[config.mk]
export PLATFORM = sky130hd
export DESIGN_NAME = ex_top
export DESIGN_NICKNAME = d
export VERILOG_FILES = /design/src/source/ex_pkg.sv /design/src/source/ex_stage_if.sv /design/src/source/ex_alu.sv /design/src/source/ex_decoder.sv /design/src/source/ex_mult.sv /design/src/source/ex_result_stage.sv /design/src/source/ex_stage.sv /design/src/source/ex_top.sv
export SDC_FILE = /design/constraint.sdc
export NUM_CORES = 2
export LEC_CHECK = 0
export ABC_CLOCK_PERIOD_IN_PS = 12400
export BUFFER_PORTS_ARGS = -buffer_cell sky130_fd_sc_hd__buf_2
export CAP_MARGIN = 25
export CORE_UTILIZATION = 57
export CTS_BUF_LIST = sky130_fd_sc_hd__clkbuf_2 sky130_fd_sc_hd__clkbuf_4 sky130_fd_sc_hd__clkbuf_8
export DETAILED_ROUTE_END_ITERATION = 12
export MAX_ROUTING_LAYER = met4
export PLACE_DENSITY_LB_ADDON = 0.12
export SLEW_MARGIN = 20
export SYNTH_ARGS = -nofsm -noshare
export SYNTH_HDL_FRONTEND = slang
export SYNTH_SLANG_ARGS = --single-unit
[constraint.sdc]
create_clock -name clk -period 12.4 [get_ports clk]
set_clock_uncertainty 0.2 [all_clocks]
set_input_delay 1.86 -clock clk [delete_from_list [all_inputs] [get_ports clk]]
set_output_delay 1.86 -clock clk [all_outputs]
set_load 0.03 [all_outputs]
[src/source/ex_pkg.sv]
// Execute subsystem package
// Data widths, issue operation-field encoding and unit opcodes
package ex_pkg;

  // Data path and register address widths
  localparam int unsigned XLEN    = 32;
  localparam int unsigned RADDR_W = 5;

  ////////////////////////////////////////
  // Issue operation field
  ////////////////////////////////////////
  // Codes 14 and 15 are not assigned and decode as illegal
  typedef enum logic [3:0] {
    OP_ADD   = 4'd0,
    OP_SUB   = 4'd1,
    OP_AND   = 4'd2,
    OP_OR    = 4'd3,
    OP_XOR   = 4'd4,
    OP_SLL   = 4'd5,
    OP_SRL   = 4'd6,
    OP_SRA   = 4'd7,
    OP_SLT   = 4'd8,
    OP_SLTU  = 4'd9,
    OP_MUL   = 4'd10,
    OP_MULH  = 4'd11,
    OP_MULHU = 4'd12,
    OP_CLROV = 4'd13
  } op_field_e;

  ////////////////////////////////////////
  // Unit opcodes
  ////////////////////////////////////////
  // ALU functions, NOP gives a zero result
  typedef enum logic [3:0] {
    ALU_NOP,
    ALU_ADD,
    ALU_SUB,
    ALU_AND,
    ALU_OR,
    ALU_XOR,
    ALU_SLL,
    ALU_SRL,
    ALU_SRA,
    ALU_SLT,
    ALU_SLTU
  } alu_op_e;

  // Multiplier: low word, signed high word, unsigned high word
  typedef enum logic [1:0] {
    MUL_LO,
    MUL_HSS,
    MUL_HUU
  } mul_op_e;

endpackage

[src/source/ex_stage_if.sv]
// Execute subsystem stage-to-stage links
// Decoded request (decoder to execute) and result (execute to write-back)

interface ex_req_if
  import ex_pkg::*;
();
  logic               valid;
  logic               ready;
  logic               is_mul;
  alu_op_e            alu_op;
  mul_op_e            mul_op;
  logic               clr_ov;
  logic               illegal;
  logic [RADDR_W-1:0] rd;
  logic [XLEN-1:0]    op_a;
  logic [XLEN-1:0]    op_b;

  modport dec (output valid, is_mul, alu_op, mul_op, clr_ov, illegal, rd, op_a, op_b,
               input  ready);
  modport ex  (input  valid, is_mul, alu_op, mul_op, clr_ov, illegal, rd, op_a, op_b,
               output ready);
endinterface

interface ex_res_if
  import ex_pkg::*;
();
  logic               valid;
  logic               ready;
  logic [RADDR_W-1:0] rd;
  logic               we;
  logic [XLEN-1:0]    data;
  logic               illegal;

  modport ex  (output valid, rd, we, data, illegal, input  ready);
  modport res (input  valid, rd, we, data, illegal, output ready);
endinterface

[src/source/ex_alu.sv]
// Single-cycle integer ALU
// Add/sub, logic, shifts, signed and unsigned compares,
// plus signed overflow detect on add and subtract
module ex_alu
  import ex_pkg::*;
(
  input  alu_op_e         operator_i,
  input  logic [XLEN-1:0] operand_a_i,
  input  logic [XLEN-1:0] operand_b_i,
  output logic [XLEN-1:0] result_o,
  output logic            overflow_o
);

  logic [XLEN-1:0] sum;
  logic [XLEN-1:0] diff;
  logic [4:0]      shamt;
  logic            lt_signed;
  logic            lt_unsigned;
  logic            add_ovf;
  logic            sub_ovf;

  assign sum  = operand_a_i + operand_b_i;
  assign diff = operand_a_i - operand_b_i;

  // Only the low 5 bits of b count as shift amount
  assign shamt = operand_b_i[4:0];

  assign lt_signed   = $signed(operand_a_i) < $signed(operand_b_i);
  assign lt_unsigned = operand_a_i < operand_b_i;

  ////////////////////////////////////////
  // Signed overflow
  ////////////////////////////////////////
  // Add overflows when both signs match and the sum sign differs
  assign add_ovf = (operand_a_i[XLEN-1] == operand_b_i[XLEN-1]) &
                   (sum[XLEN-1] != operand_a_i[XLEN-1]);
  // Sub overflows when signs differ and the result takes b's sign
  assign sub_ovf = (operand_a_i[XLEN-1] != operand_b_i[XLEN-1]) &
                   (diff[XLEN-1] != operand_a_i[XLEN-1]);

  always_comb begin
    case (operator_i)
      ALU_ADD:  overflow_o = add_ovf;
      ALU_SUB:  overflow_o = sub_ovf;
      default:  overflow_o = 1'b0;
    endcase
  end

  ////////////////////////////////////////
  // Result mux
  ////////////////////////////////////////
  always_comb begin
    case (operator_i)
      ALU_ADD:  result_o = sum;
      ALU_SUB:  result_o = diff;
      ALU_AND:  result_o = operand_a_i & operand_b_i;
      ALU_OR:   result_o = operand_a_i | operand_b_i;
      ALU_XOR:  result_o = operand_a_i ^ operand_b_i;
      ALU_SLL:  result_o = operand_a_i << shamt;
      ALU_SRL:  result_o = operand_a_i >> shamt;
      // Arithmetic shift keeps the sign bit
      ALU_SRA:  result_o = $unsigned($signed(operand_a_i) >>> shamt);
      // Compares return 0 or 1
      ALU_SLT:  result_o = {{(XLEN-1){1'b0}}, lt_signed};
      ALU_SLTU: result_o = {{(XLEN-1){1'b0}}, lt_unsigned};
      default:  result_o = '0;
    endcase
  end

endmodule

[src/source/ex_decoder.sv]
// Decode stage
// Registers one issued instruction and maps its operation field
// onto ALU or multiplier opcodes for the execute stage
module ex_decoder
  import ex_pkg::*;
(
  input  logic               clk,
  input  logic               rst_n,

  // Issue port
  input  logic               issue_valid_i,
  output logic               issue_ready_o,
  input  op_field_e          issue_op_i,
  input  logic [RADDR_W-1:0] issue_rd_i,
  input  logic [XLEN-1:0]    issue_a_i,
  input  logic [XLEN-1:0]    issue_b_i,

  // Decoded request toward execute
  ex_req_if.dec              req
);

  // Combinational decode of the incoming field
  logic    dec_is_mul;
  alu_op_e dec_alu_op;
  mul_op_e dec_mul_op;
  logic    dec_clr_ov;
  logic    dec_illegal;

  // Pipeline register
  logic               valid_q;
  logic               is_mul_q;
  alu_op_e            alu_op_q;
  mul_op_e            mul_op_q;
  logic               clr_ov_q;
  logic               illegal_q;
  logic [RADDR_W-1:0] rd_q;
  logic [XLEN-1:0]    op_a_q;
  logic [XLEN-1:0]    op_b_q;

  logic issue_xfer;

  always_comb begin
    dec_is_mul  = 1'b0;
    dec_alu_op  = ALU_NOP;
    dec_mul_op  = MUL_LO;
    dec_clr_ov  = 1'b0;
    dec_illegal = 1'b0;
    case (issue_op_i)
      OP_ADD:   dec_alu_op = ALU_ADD;
      OP_SUB:   dec_alu_op = ALU_SUB;
      OP_AND:   dec_alu_op = ALU_AND;
      OP_OR:    dec_alu_op = ALU_OR;
      OP_XOR:   dec_alu_op = ALU_XOR;
      OP_SLL:   dec_alu_op = ALU_SLL;
      OP_SRL:   dec_alu_op = ALU_SRL;
      OP_SRA:   dec_alu_op = ALU_SRA;
      OP_SLT:   dec_alu_op = ALU_SLT;
      OP_SLTU:  dec_alu_op = ALU_SLTU;
      OP_MUL: begin
        dec_is_mul = 1'b1;
        dec_mul_op = MUL_LO;
      end
      OP_MULH: begin
        dec_is_mul = 1'b1;
        dec_mul_op = MUL_HSS;
      end
      OP_MULHU: begin
        dec_is_mul = 1'b1;
        dec_mul_op = MUL_HUU;
      end
      // Flag clear rides the ALU path as a NOP
      OP_CLROV: dec_clr_ov = 1'b1;
      // Unassigned codes pass on as a NOP marked illegal
      default:  dec_illegal = 1'b1;
    endcase
  end

  // Free when empty or when the held item leaves this cycle
  assign issue_ready_o = ~valid_q | req.ready;
  assign issue_xfer    = issue_valid_i & issue_ready_o;

  always_ff @(posedge clk or negedge rst_n) begin
    if (!rst_n) begin
      valid_q <= 1'b0;
    end else if (issue_ready_o) begin
      valid_q <= issue_valid_i;
    end
  end

  // Payload loads only on an accepted issue
  always_ff @(posedge clk) begin
    if (issue_xfer) begin
      is_mul_q  <= dec_is_mul;
      alu_op_q  <= dec_alu_op;
      mul_op_q  <= dec_mul_op;
      clr_ov_q  <= dec_clr_ov;
      illegal_q <= dec_illegal;
      rd_q      <= issue_rd_i;
      op_a_q    <= issue_a_i;
      op_b_q    <= issue_b_i;
    end
  end

  assign req.valid   = valid_q;
  assign req.is_mul  = is_mul_q;
  assign req.alu_op  = alu_op_q;
  assign req.mul_op  = mul_op_q;
  assign req.clr_ov  = clr_ov_q;
  assign req.illegal = illegal_q;
  assign req.rd      = rd_q;
  assign req.op_a    = op_a_q;
  assign req.op_b    = op_b_q;

endmodule

[src/source/ex_mult.sv]
// Iterative shift-add multiplier
// Retires MUL_BITS_PER_CYCLE multiplier bits per cycle into a
// double-width accumulator, then returns the low or high word
module ex_mult
  import ex_pkg::*;
#(
  parameter int unsigned MUL_BITS_PER_CYCLE = 4
) (
  input  logic            clk,
  input  logic            rst_n,
  input  logic            start_i,
  input  mul_op_e         operator_i,
  input  logic [XLEN-1:0] op_a_i,
  input  logic [XLEN-1:0] op_b_i,
  output logic            busy_o,
  output logic            done_o,
  output logic [XLEN-1:0] result_o
);

  localparam int unsigned STEPS = XLEN / MUL_BITS_PER_CYCLE;
  localparam int unsigned CNT_W = $clog2(STEPS);

  // Control
  logic             busy_q;
  logic             done_q;
  logic [CNT_W-1:0] cnt_q;
  logic             last_step;

  // Datapath
  logic [2*XLEN-1:0]             mcand_q;
  logic [XLEN-1:0]               mplier_q;
  logic [2*XLEN-1:0]             acc_q;
  logic [2*XLEN-1:0]             partial;
  logic [MUL_BITS_PER_CYCLE-1:0] chunk;
  logic                          b_signed_q;
  mul_op_e                       op_q;
  logic                          a_signed;

  assign last_step = (cnt_q == CNT_W'(STEPS - 1));
  assign chunk     = mplier_q[MUL_BITS_PER_CYCLE-1:0];
  // Only the signed high word needs signed operands
  assign a_signed  = (operator_i == MUL_HSS);

  // Partial product of this step's multiplier chunk
  always_comb begin
    partial = '0;
    for (int i = 0; i < MUL_BITS_PER_CYCLE; i++) begin
      if (chunk[i]) begin
        partial = partial + (mcand_q << i);
      end
    end
    // Top bit of a signed multiplier has negative weight
    if (last_step && b_signed_q && chunk[MUL_BITS_PER_CYCLE-1]) begin
      partial = partial - (mcand_q << MUL_BITS_PER_CYCLE);
    end
  end

  always_ff @(posedge clk or negedge rst_n) begin
    if (!rst_n) begin
      busy_q <= 1'b0;
      done_q <= 1'b0;
      cnt_q  <= '0;
    end else begin
      // One-cycle done pulse after the final step
      done_q <= busy_q & last_step;
      if (busy_q) begin
        cnt_q <= cnt_q + 1'b1;
        if (last_step) begin
          busy_q <= 1'b0;
        end
      end else if (start_i) begin
        busy_q <= 1'b1;
        cnt_q  <= '0;
      end
    end
  end

  // Multiplicand sign- or zero-extended to accumulator width
  always_ff @(posedge clk) begin
    if (!busy_q && start_i) begin
      mcand_q    <= {{XLEN{a_signed & op_a_i[XLEN-1]}}, op_a_i};
      mplier_q   <= op_b_i;
      acc_q      <= '0;
      b_signed_q <= a_signed;
      op_q       <= operator_i;
    end else if (busy_q) begin
      acc_q    <= acc_q + partial;
      mcand_q  <= mcand_q << MUL_BITS_PER_CYCLE;
      mplier_q <= mplier_q >> MUL_BITS_PER_CYCLE;
    end
  end

  assign busy_o   = busy_q;
  assign done_o   = done_q;
  // Accumulator holds still until the next start
  assign result_o = (op_q == MUL_LO) ? acc_q[XLEN-1:0] : acc_q[2*XLEN-1:XLEN];

endmodule

[src/source/ex_result_stage.sv]
// Write-back register stage
// One-entry buffer toward the register file with valid/ready
module ex_result_stage
  import ex_pkg::*;
(
  input  logic               clk,
  input  logic               rst_n,
  ex_res_if.res              res,

  // Write-back port
  output logic               wb_valid_o,
  input  logic               wb_ready_i,
  output logic [RADDR_W-1:0] wb_rd_o,
  output logic               wb_we_o,
  output logic [XLEN-1:0]    wb_data_o,
  output logic               wb_illegal_o
);

  logic               valid_q;
  logic               we_q;
  logic [RADDR_W-1:0] rd_q;
  logic [XLEN-1:0]    data_q;
  logic               illegal_q;
  logic               res_xfer;

  // Accept when empty or when the current entry drains
  assign res.ready = ~valid_q | wb_ready_i;
  assign res_xfer  = res.valid & res.ready;

  always_ff @(posedge clk or negedge rst_n) begin
    if (!rst_n) begin
      valid_q <= 1'b0;
      we_q    <= 1'b0;
    end else if (res.ready) begin
      valid_q <= res.valid;
      if (res_xfer) begin
        we_q <= res.we;
      end
    end
  end

  always_ff @(posedge clk) begin
    if (res_xfer) begin
      rd_q      <= res.rd;
      data_q    <= res.data;
      illegal_q <= res.illegal;
    end
  end

  assign wb_valid_o   = valid_q;
  assign wb_rd_o      = rd_q;
  assign wb_we_o      = we_q;
  assign wb_data_o    = data_q;
  assign wb_illegal_o = illegal_q;

endmodule

[src/source/ex_stage.sv]
// Execute stage
// Steers decoded items to the single-cycle ALU or the iterative
// multiplier and keeps the sticky signed-overflow flag
module ex_stage
  import ex_pkg::*;
#(
  parameter int unsigned MUL_BITS_PER_CYCLE = 4
) (
  input  logic clk,
  input  logic rst_n,
  ex_req_if.ex req,
  ex_res_if.ex res,
  output logic ovf_o,
  output logic mul_busy_o
);

  typedef enum logic [1:0] {
    EX_IDLE,
    EX_MUL,
    EX_MUL_DONE
  } ex_state_e;

  ex_state_e state_q;
  ex_state_e state_d;

  logic [XLEN-1:0]    alu_result;
  logic               alu_ovf;
  logic               alu_xfer;
  logic               mul_start;
  logic               mul_busy;
  logic               mul_done;
  logic [XLEN-1:0]    mul_result;
  logic [RADDR_W-1:0] mul_rd_q;
  logic               ovf_q;

  ////////////////////////////////////////
  // Units
  ////////////////////////////////////////
  ex_alu i_alu (
    .operator_i  (req.alu_op),
    .operand_a_i (req.op_a),
    .operand_b_i (req.op_b),
    .result_o    (alu_result),
    .overflow_o  (alu_ovf)
  );

  ex_mult #(
    .MUL_BITS_PER_CYCLE (MUL_BITS_PER_CYCLE)
  ) i_mult (
    .clk        (clk),
    .rst_n      (rst_n),
    .start_i    (mul_start),
    .operator_i (req.mul_op),
    .op_a_i     (req.op_a),
    .op_b_i     (req.op_b),
    .busy_o     (mul_busy),
    .done_o     (mul_done),
    .result_o   (mul_result)
  );

  ////////////////////////////////////////
  // Steering FSM
  ////////////////////////////////////////
  always_comb begin
    state_d     = state_q;
    req.ready   = 1'b0;
    mul_start   = 1'b0;
    res.valid   = 1'b0;
    res.rd      = req.rd;
    // Illegal and flag-clear items write nothing back
    res.we      = ~req.illegal & ~req.clr_ov;
    res.illegal = req.illegal;
    res.data    = alu_result;
    case (state_q)
      EX_IDLE: begin
        if (req.valid) begin
          if (req.is_mul) begin
            // Take the operands and block the link until done
            req.ready = 1'b1;
            mul_start = 1'b1;
            state_d   = EX_MUL;
          end else begin
            // ALU path passes straight through
            res.valid = 1'b1;
            req.ready = res.ready;
          end
        end
      end
      EX_MUL, EX_MUL_DONE: begin
        res.rd      = mul_rd_q;
        res.we      = 1'b1;
        res.illegal = 1'b0;
        res.data    = mul_result;
        if (mul_done || state_q == EX_MUL_DONE) begin
          res.valid = 1'b1;
          // Park here while write-back stalls
          state_d   = res.ready ? EX_IDLE : EX_MUL_DONE;
        end
      end
      default: state_d = EX_IDLE;
    endcase
  end

  // ALU item leaving the stage this cycle
  assign alu_xfer = (state_q == EX_IDLE) & req.valid & ~req.is_mul & res.ready;

  always_ff @(posedge clk or negedge rst_n) begin
    if (!rst_n) begin
      state_q <= EX_IDLE;
      ovf_q   <= 1'b0;
    end else begin
      state_q <= state_d;
      // Sticky flag, cleared only by CLROV
      if (alu_xfer) begin
        if (req.clr_ov) begin
          ovf_q <= 1'b0;
        end else if (alu_ovf) begin
          ovf_q <= 1'b1;
        end
      end
    end
  end

  // Destination of the multiply in flight
  always_ff @(posedge clk) begin
    if (mul_start) begin
      mul_rd_q <= req.rd;
    end
  end

  assign ovf_o      = ovf_q;
  assign mul_busy_o = mul_busy;

endmodule

[src/source/ex_top.sv]
// Integer execute subsystem top level
// Decode, execute and write-back stages in a valid/ready pipeline
module ex_top
  import ex_pkg::*;
#(
  parameter int unsigned MUL_BITS_PER_CYCLE = 4
) (
  input  logic               clk,
  input  logic               rst_n,

  // Issue port
  input  logic               issue_valid_i,
  output logic               issue_ready_o,
  input  op_field_e          issue_op_i,
  input  logic [RADDR_W-1:0] issue_rd_i,
  input  logic [XLEN-1:0]    issue_a_i,
  input  logic [XLEN-1:0]    issue_b_i,

  // Write-back port
  output logic               wb_valid_o,
  input  logic               wb_ready_i,
  output logic [RADDR_W-1:0] wb_rd_o,
  output logic               wb_we_o,
  output logic [XLEN-1:0]    wb_data_o,
  output logic               wb_illegal_o,

  // Status
  output logic               ovf_o,
  output logic               mul_busy_o
);

  ex_req_if req_if ();
  ex_res_if res_if ();

  ex_decoder i_decoder (
    .clk           (clk),
    .rst_n         (rst_n),
    .issue_valid_i (issue_valid_i),
    .issue_ready_o (issue_ready_o),
    .issue_op_i    (issue_op_i),
    .issue_rd_i    (issue_rd_i),
    .issue_a_i     (issue_a_i),
    .issue_b_i     (issue_b_i),
    .req           (req_if.dec)
  );

  ex_stage #(
    .MUL_BITS_PER_CYCLE (MUL_BITS_PER_CYCLE)
  ) i_ex_stage (
    .clk        (clk),
    .rst_n      (rst_n),
    .req        (req_if.ex),
    .res        (res_if.ex),
    .ovf_o      (ovf_o),
    .mul_busy_o (mul_busy_o)
  );

  ex_result_stage i_result_stage (
    .clk          (clk),
    .rst_n        (rst_n),
    .res          (res_if.res),
    .wb_valid_o   (wb_valid_o),
    .wb_ready_i   (wb_ready_i),
    .wb_rd_o      (wb_rd_o),
    .wb_we_o      (wb_we_o),
    .wb_data_o    (wb_data_o),
    .wb_illegal_o (wb_illegal_o)
  );

endmodule

## Yosys cells after proc, flatten, opt, wreduce, memory -nomap -nowiden

Cells that the tools add are included.

- Divide/modulo/power cells: 0
- $add $sub $neg: 8
- Shift-type cells: 3
- Eq/ne operators: 34
- Bitwise gates (word level): 20
- Mux-type cells: 42
- Multiply operators: 0
- Reduce and logical (&&, ||, !) cells: 17
- $lt $le $gt $ge: 2

Operators by type and width:

| cell | count |
|---|---|
| 64-bit two-way mux | 7 |
| 32-bit case mux with 10 select lines | 1 |
| 64-bit adder | 4 |
| 32-bit two-way mux | 4 |
| 32-bit < comparator | 2 |
| 64-bit subtractor | 1 |
| 4-bit case mux with 10 select lines | 1 |
| 4-bit == test (second input constant) | 9 |
| 32-bit adder | 1 |
| 32-bit bitwise AND | 1 |
| 4-bit by 3-bit == test with 1-bit output (second input constant) | 8 |
| 32-bit OR | 1 |
| 32-bit by 5-bit << shifter with 32-bit output | 1 |
| 32-bit by 5-bit >> shifter with 32-bit output | 1 |
| 32-bit by 5-bit >>> shifter with 32-bit output | 1 |
| 32-bit subtractor | 1 |
| 32-bit XOR | 1 |
| 1-bit two-way mux | 18 |
| 4-bit by 2-bit == test with 1-bit output (second input constant) | 4 |
| 14-bit OR reduction | 1 |
| 1-bit bitwise AND | 10 |
| 4-bit by 1-bit == test with 1-bit output (second input constant) | 2 |
| 2-bit two-way mux | 4 |
| 2-bit case mux with 2 select lines | 2 |
| other kinds (23) | 40 |

- Input port bits: 77
- Bits in latches: 0
- Memory bits (writable): 0
- Memories: 0
- Word-level logic and storage cells: 151
- Bits in registers: 295
- Output and inout bits: 43
- Memory bits (read-only): 0

## Longest topological paths before layout

- Depth after elaboration: 10
- Mapped depth: 71
- Mapped depth without buffers: 67

## Cells and area by module

Synthesis repeated with hierarchy kept, for this count alone.

- Cell total of the unflattened synthesis: 5179
- Area, all modules: 40700.3 µm²

By module, submodules not included:

| module | area each (µm²) | cells each | times used | seq. area each (µm²) |
|---|---|---|---|---|
| ex_mult | 27173.6 | 3656 | 1 | 4379.2 |
| ex_alu | 8877.3 | 1304 | 1 | 0.0 |
| ex_decoder | 2517.4 | 101 | 1 | 2367.3 |
| ex_result_stage | 1236.2 | 44 | 1 | 1191.1 |
| ex_stage | 895.9 | 74 | 1 | 225.2 |

## Worst setup path before layout

OpenSTA, ideal clock, no wires.

- Kind: flip-flop to flip-flop
- Start point: reg i_ex_stage.i_mult.mplier_q[0]
- End point: reg i_ex_stage.i_mult.acc_q[63]
- Slack: -674 ps
- Buffers on the path: 3
- Clock period less this slack: 13074 ps
- Stages on the path, launching flop included: 69
- Library setup time: 60 ps
- Arrival time: 12814 ps
- Required time: 12140 ps
- Path through: edfxtp_1 buf_2 clkinv_1 clkbuf_1 buf_1 nor2_1 ha_1 fa_1 o21ai_0 a21oi_1 o21ai_0 o31a_1 a21o_1 nand2b_1 nor4_1 o21ai_0 a32o_1 ha_1 (+33 left out) xor2_1 nand2_1 o211ai_1 and3_1 ha_1 a21o_1 a21oi_1 nor2b_1 o21ai_0 and4_1 a41o_1 o41ai_1 a31oi_1 xnor2_1 xnor3_1 or3b_1 a21oi_1 nand2b_1

- Longest elaborated chain between the ends: 10

RTL lines:

| item | RTL line | source |
|---|---|---|
| start, declared | ex_mult.sv:31 | `logic [XLEN-1:0] mplier_q;` |
| start signal, assigned | ex_mult.sv:82 | `mplier_q <= op_b_i;` |
| start signal, assigned | ex_mult.sv:89 | `mplier_q <= mplier_q >> MUL_BITS_PER_CYCLE;` |
| 64-bit two-way mux (*) | ex_mult.sv:48 | `if (chunk[i]) begin` |
| 64-bit adder | ex_mult.sv:49 | `partial = partial + (mcand_q << i);` |
| 64-bit two-way mux (*) | ex_mult.sv:48 |  |
| 64-bit adder | ex_mult.sv:49 |  |
| 64-bit two-way mux (*) | ex_mult.sv:48 |  |
| 64-bit adder | ex_mult.sv:49 |  |
| 64-bit two-way mux (*) | ex_mult.sv:48 |  |
| 64-bit subtractor | ex_mult.sv:54 | `partial = partial - (mcand_q << MUL_BITS_PER_CYCLE);` |
| 64-bit two-way mux (*) | ex_mult.sv:53 | `if (last_step && b_signed_q && chunk[MUL_BITS_PER_CYCLE-1]) begin` |
| 64-bit adder (*) | ex_mult.sv:87 | `acc_q <= acc_q + partial;` |
| end signal, assigned | ex_mult.sv:87 |  |
| end, declared | ex_mult.sv:32 | `logic [2*XLEN-1:0] acc_q;` |

Every way passes the cells marked *; elsewhere a longest branch is shown, timed or not.
A chain may end at the register's enable or synchronous reset.

## Worst setup path in the final report

Same ends and word-level chain as after synthesis.

==> run summary <==
htree depth -> 2
TritonCTS clock tree -> yes
outcome -> finished with violations
Clock Root Buffer -> clkbuf_8
Top Ports -> 120
Setup crit start kind -> flop
period utilization -> 100%
DRT antenna net count -> 0
post-synthesis average cell area -> 7.61 sq um
clk_lat worst skew -> 0.70 ns
slowest CP cell -> or4_1
DR pass1 iterations -> 6
r2r endpoint -> i_ex_stage.i_mult.acc_q[63]
Crit path required time -> 12.82 ns
FF-to-FF setup slack -> -0.03 ns
Synth async-reset ratio -> 3.73%
Final WS setup -> -0.0307 ns
First DRT Iteration DRCs -> 5,213
post-synth top area share -> 17.0%
Setup crit end kind -> flop
failing checks -> negative setup slack
largest area contributor in the synthesized netlist -> edfxtp_1
hold crit path type -> reg -> reg
Final HPWL DP -> 115,000 microns
clock slew at reported path FFs -> 0.07 ns
critical path's largest stage delay -> 0.53 ns
RSZ-0062 raised after global routing -> true
gr ovfl total -> 0
DR DRC count -> 0
syn nets -> 5,585
top post-synthesis cells by area -> edfxtp_1, ha_1, a21oi_1, o21ai_0, nand2_1
Synth Warn # -> 0
Hold Vio Cnt, Final -> 0
Crit path arrival time -> 12.86 ns
placer congestion estimate -> 1.09
Max-cap violations -> 0
Hold Crit Endpoint -> i_ex_stage.i_mult.op_q[0]
filler cell count -> 5,667
largest net degree at the start of global routing -> 101
Initial Util -> 57.7%
slew at the pin closest to its max-slew limit -> 1.09 ns
Core Region -> 67,300 sq um
Avg Vias per Cell -> 6.47
Total GRT Usage -> 42.3%
initial antenna violation count -> 6
Rel. slew slack -> 25.7%
critical path type -> reg -> reg
Port-buffer cells -> 119
Post-synth top cells -> nand2_1, a21oi_1, o21ai_0
width of the die -> 263 microns
count leader, synth -> nand2_1
Cells after Synth -> 5,101
critical path peak fanout -> 5
# nets final -> 6,125
Area growth syn-to-layout -> 20.5%
Die ar. -> 69,200 sq um
Max clock buf depth -> 3
number of global-route vias before repair -> 39,200
CTS buffer count -> 49
Hold Path Origin -> i_decoder.req.mul_op[0]
Post-Syn Area -> 38,800 sq um
Post-synth EDFFs -> 220
Synth cell types -> 88
post-detailed-route wirelength per cell -> 22.7 microns
# setup viols final -> 1
Via Count -> 42,400
final WL -> 149,000 microns
Setup TNS -> -0.0307 ns
post-layout util -> 69.5%
FF+latch count, synth -> 295
Reg area -> 8160 sq um
Seq/Total Area, Yosys -> 21.0%
crit-path most repeated cell -> buf_4
fmax -> 80.4 MHz
worst hold path cell count -> 0
multi-input logic area -> 29,800 sq um
r2r worst-path depth -> 62
first-pass GRT wire length -> 225,000 microns
Final Max Slew Viols -> 0
fin crit period -> 12.43 ns
fraction of layout cells with a size suffix above 1 -> 21.3%
Worst R2R Start -> i_ex_stage.i_mult.mplier_q[0]
die height -> 263 microns
top_reg_cell synth -> edfxtp_1
CTS sink cnt -> 295
Core Rows -> 95
==> state kept, by name, indices dropped and copies added, names as in the netlist, 2 cells and up <==
register                    count
i_ex_stage.i_mult.acc_q        64
i_ex_stage.i_mult.mcand_q      64
i_decoder.req.op_a             32
i_decoder.req.op_b             32
i_ex_stage.i_mult.mplier_q     32
i_result_stage.wb_data_o       32
i_decoder.req.rd                5
i_ex_stage.mul_rd_q             5
i_result_stage.wb_rd_o          5
i_decoder.req.alu_op            4
i_ex_stage.i_mult.cnt_q         3
i_decoder.req.mul_op            2
i_ex_stage.i_mult.op_q          2
i_ex_stage.state_q              2
==> how the worst max path moves through the flow <==
stage                                        startpoint                          end  slack, ns  cells after the start
final                     i_ex_stage.i_mult.mplier_q[0]  i_ex_stage.i_mult.acc_q[63]      -0.03                     62
after global routing      i_ex_stage.i_mult.mplier_q[0]  i_ex_stage.i_mult.acc_q[63]      -0.54                     66
after CTS                 i_ex_stage.i_mult.mplier_q[0]  i_ex_stage.i_mult.acc_q[63]      0.002                     65
after detailed placement  i_ex_stage.i_mult.mplier_q[0]  i_ex_stage.i_mult.acc_q[63]      -0.97                     65
after global placement    i_ex_stage.i_mult.mplier_q[0]  i_ex_stage.i_mult.acc_q[63]      -0.81                     65
after floorplan           i_ex_stage.i_mult.mplier_q[0]  i_ex_stage.i_mult.acc_q[63]       0.04                     68
==> logic make-up (layout without fill, tap and decap cells) <==
family | count (synthesis) | in the layout | share of synthesized area (%)
other | 0 | 2 | 0
multiplexers | 225 | 225 | 6.22
AO/OA/AOI/OAI | 1863 | 1863 | 30.4
XOR/XNOR | 288 | 288 | 6.53
adder cells (fa/ha/maj) | 407 | 407 | 13.2
buffers and inverters | 568 | 1147 | 5.50
flip-flops | 295 | 295 | 21.0
AND/OR/NAND/NOR | 1455 | 1455 | 17.1
==> layout make-up <==
type                    count  area share [%]
diodes                      2          0.0107
clock buffers              63            1.68
inverters                 285            2.30
flip-flops and latches    295            17.4
repair buffers            772            11.9
clock inverters            27           0.671
multi-input cells        4238            63.6
well taps                 873            2.33
==> per-stage QoR <==
| stage | hold slack, ns | instance area (sq um) | instances | setup WS (ns) |
|---|---|---|---|---|
| after floorplan | 0.218 | 38900 | 5101 | 0.0350 |
| final | 0.240 | 46800 | 6555 | -0.0307 |
| after CTS | 0.245 | 45700 | 6522 | 0.00175 |
| after global placement | 0.227 | 44000 | 6408 | -0.807 |
| after global routing | 0.265 | 46800 | 6555 | -0.544 |
| after detailed placement | 0.234 | 44000 | 6409 | -0.966 |
==> critical path: cells and delay by family, from the launching register on <==
kind                     cells  cell delay, ns
AO/OA/AOI/OAI               25            4.23
AND/OR/NAND/NOR             17            3.35
adder cells (fa/ha/maj)      6            1.67
buffers and inverters        7            1.01
XOR/XNOR                     5            0.90
multiplexers                 2            0.57
flip-flops                   1            0.45
==> repair_timing <==
action                     CTS  global route
gates resized for setup     96           193
setup buffers               23            28
pin swaps                   43           105
setup endpoints to repair    3            14
hold buffers                 0             0
cloned                       0             2
==> placed cells by master, fill, tap and decap left out, types with 49 or more instances in the layout <==
master and instances:
xor2_1 111, nor3_1 66, dfxtp_1 64, edfxtp_1 220, mux2_2 98, buf_4 646
nand3_1 79, mux2i_1 119, xnor2_1 169, a21oi_1 476, nor2_1 402, inv_1 278
o21ai_0 416, o211ai_1 49, buf_2 119, a21oi_2 52, o21bai_1 66, nand2b_1 61
clkbuf_8 50, nand2_1 537, ha_1 377, a21o_1 264, nand4_1 70
==> metal layers <==
metal | routed length (microns) | vias up | share of wire (%) | GRT usage, %
li1 | - | 19800 | - | -
met1 | 63900 | 20000 | 43 | 58.7
met2 | 62900 | 2235 | 42 | 62.3
met3 | 14800 | 366 | 10 | 5.86
met4 | 6930 | 0 | 4.7 | 15.7
met5 | 0 | - | 0 | -
Power is left out: the tool's default activity adds up to more than one toggle a clock period on the data nets, which glitch-free logic cannot reach.
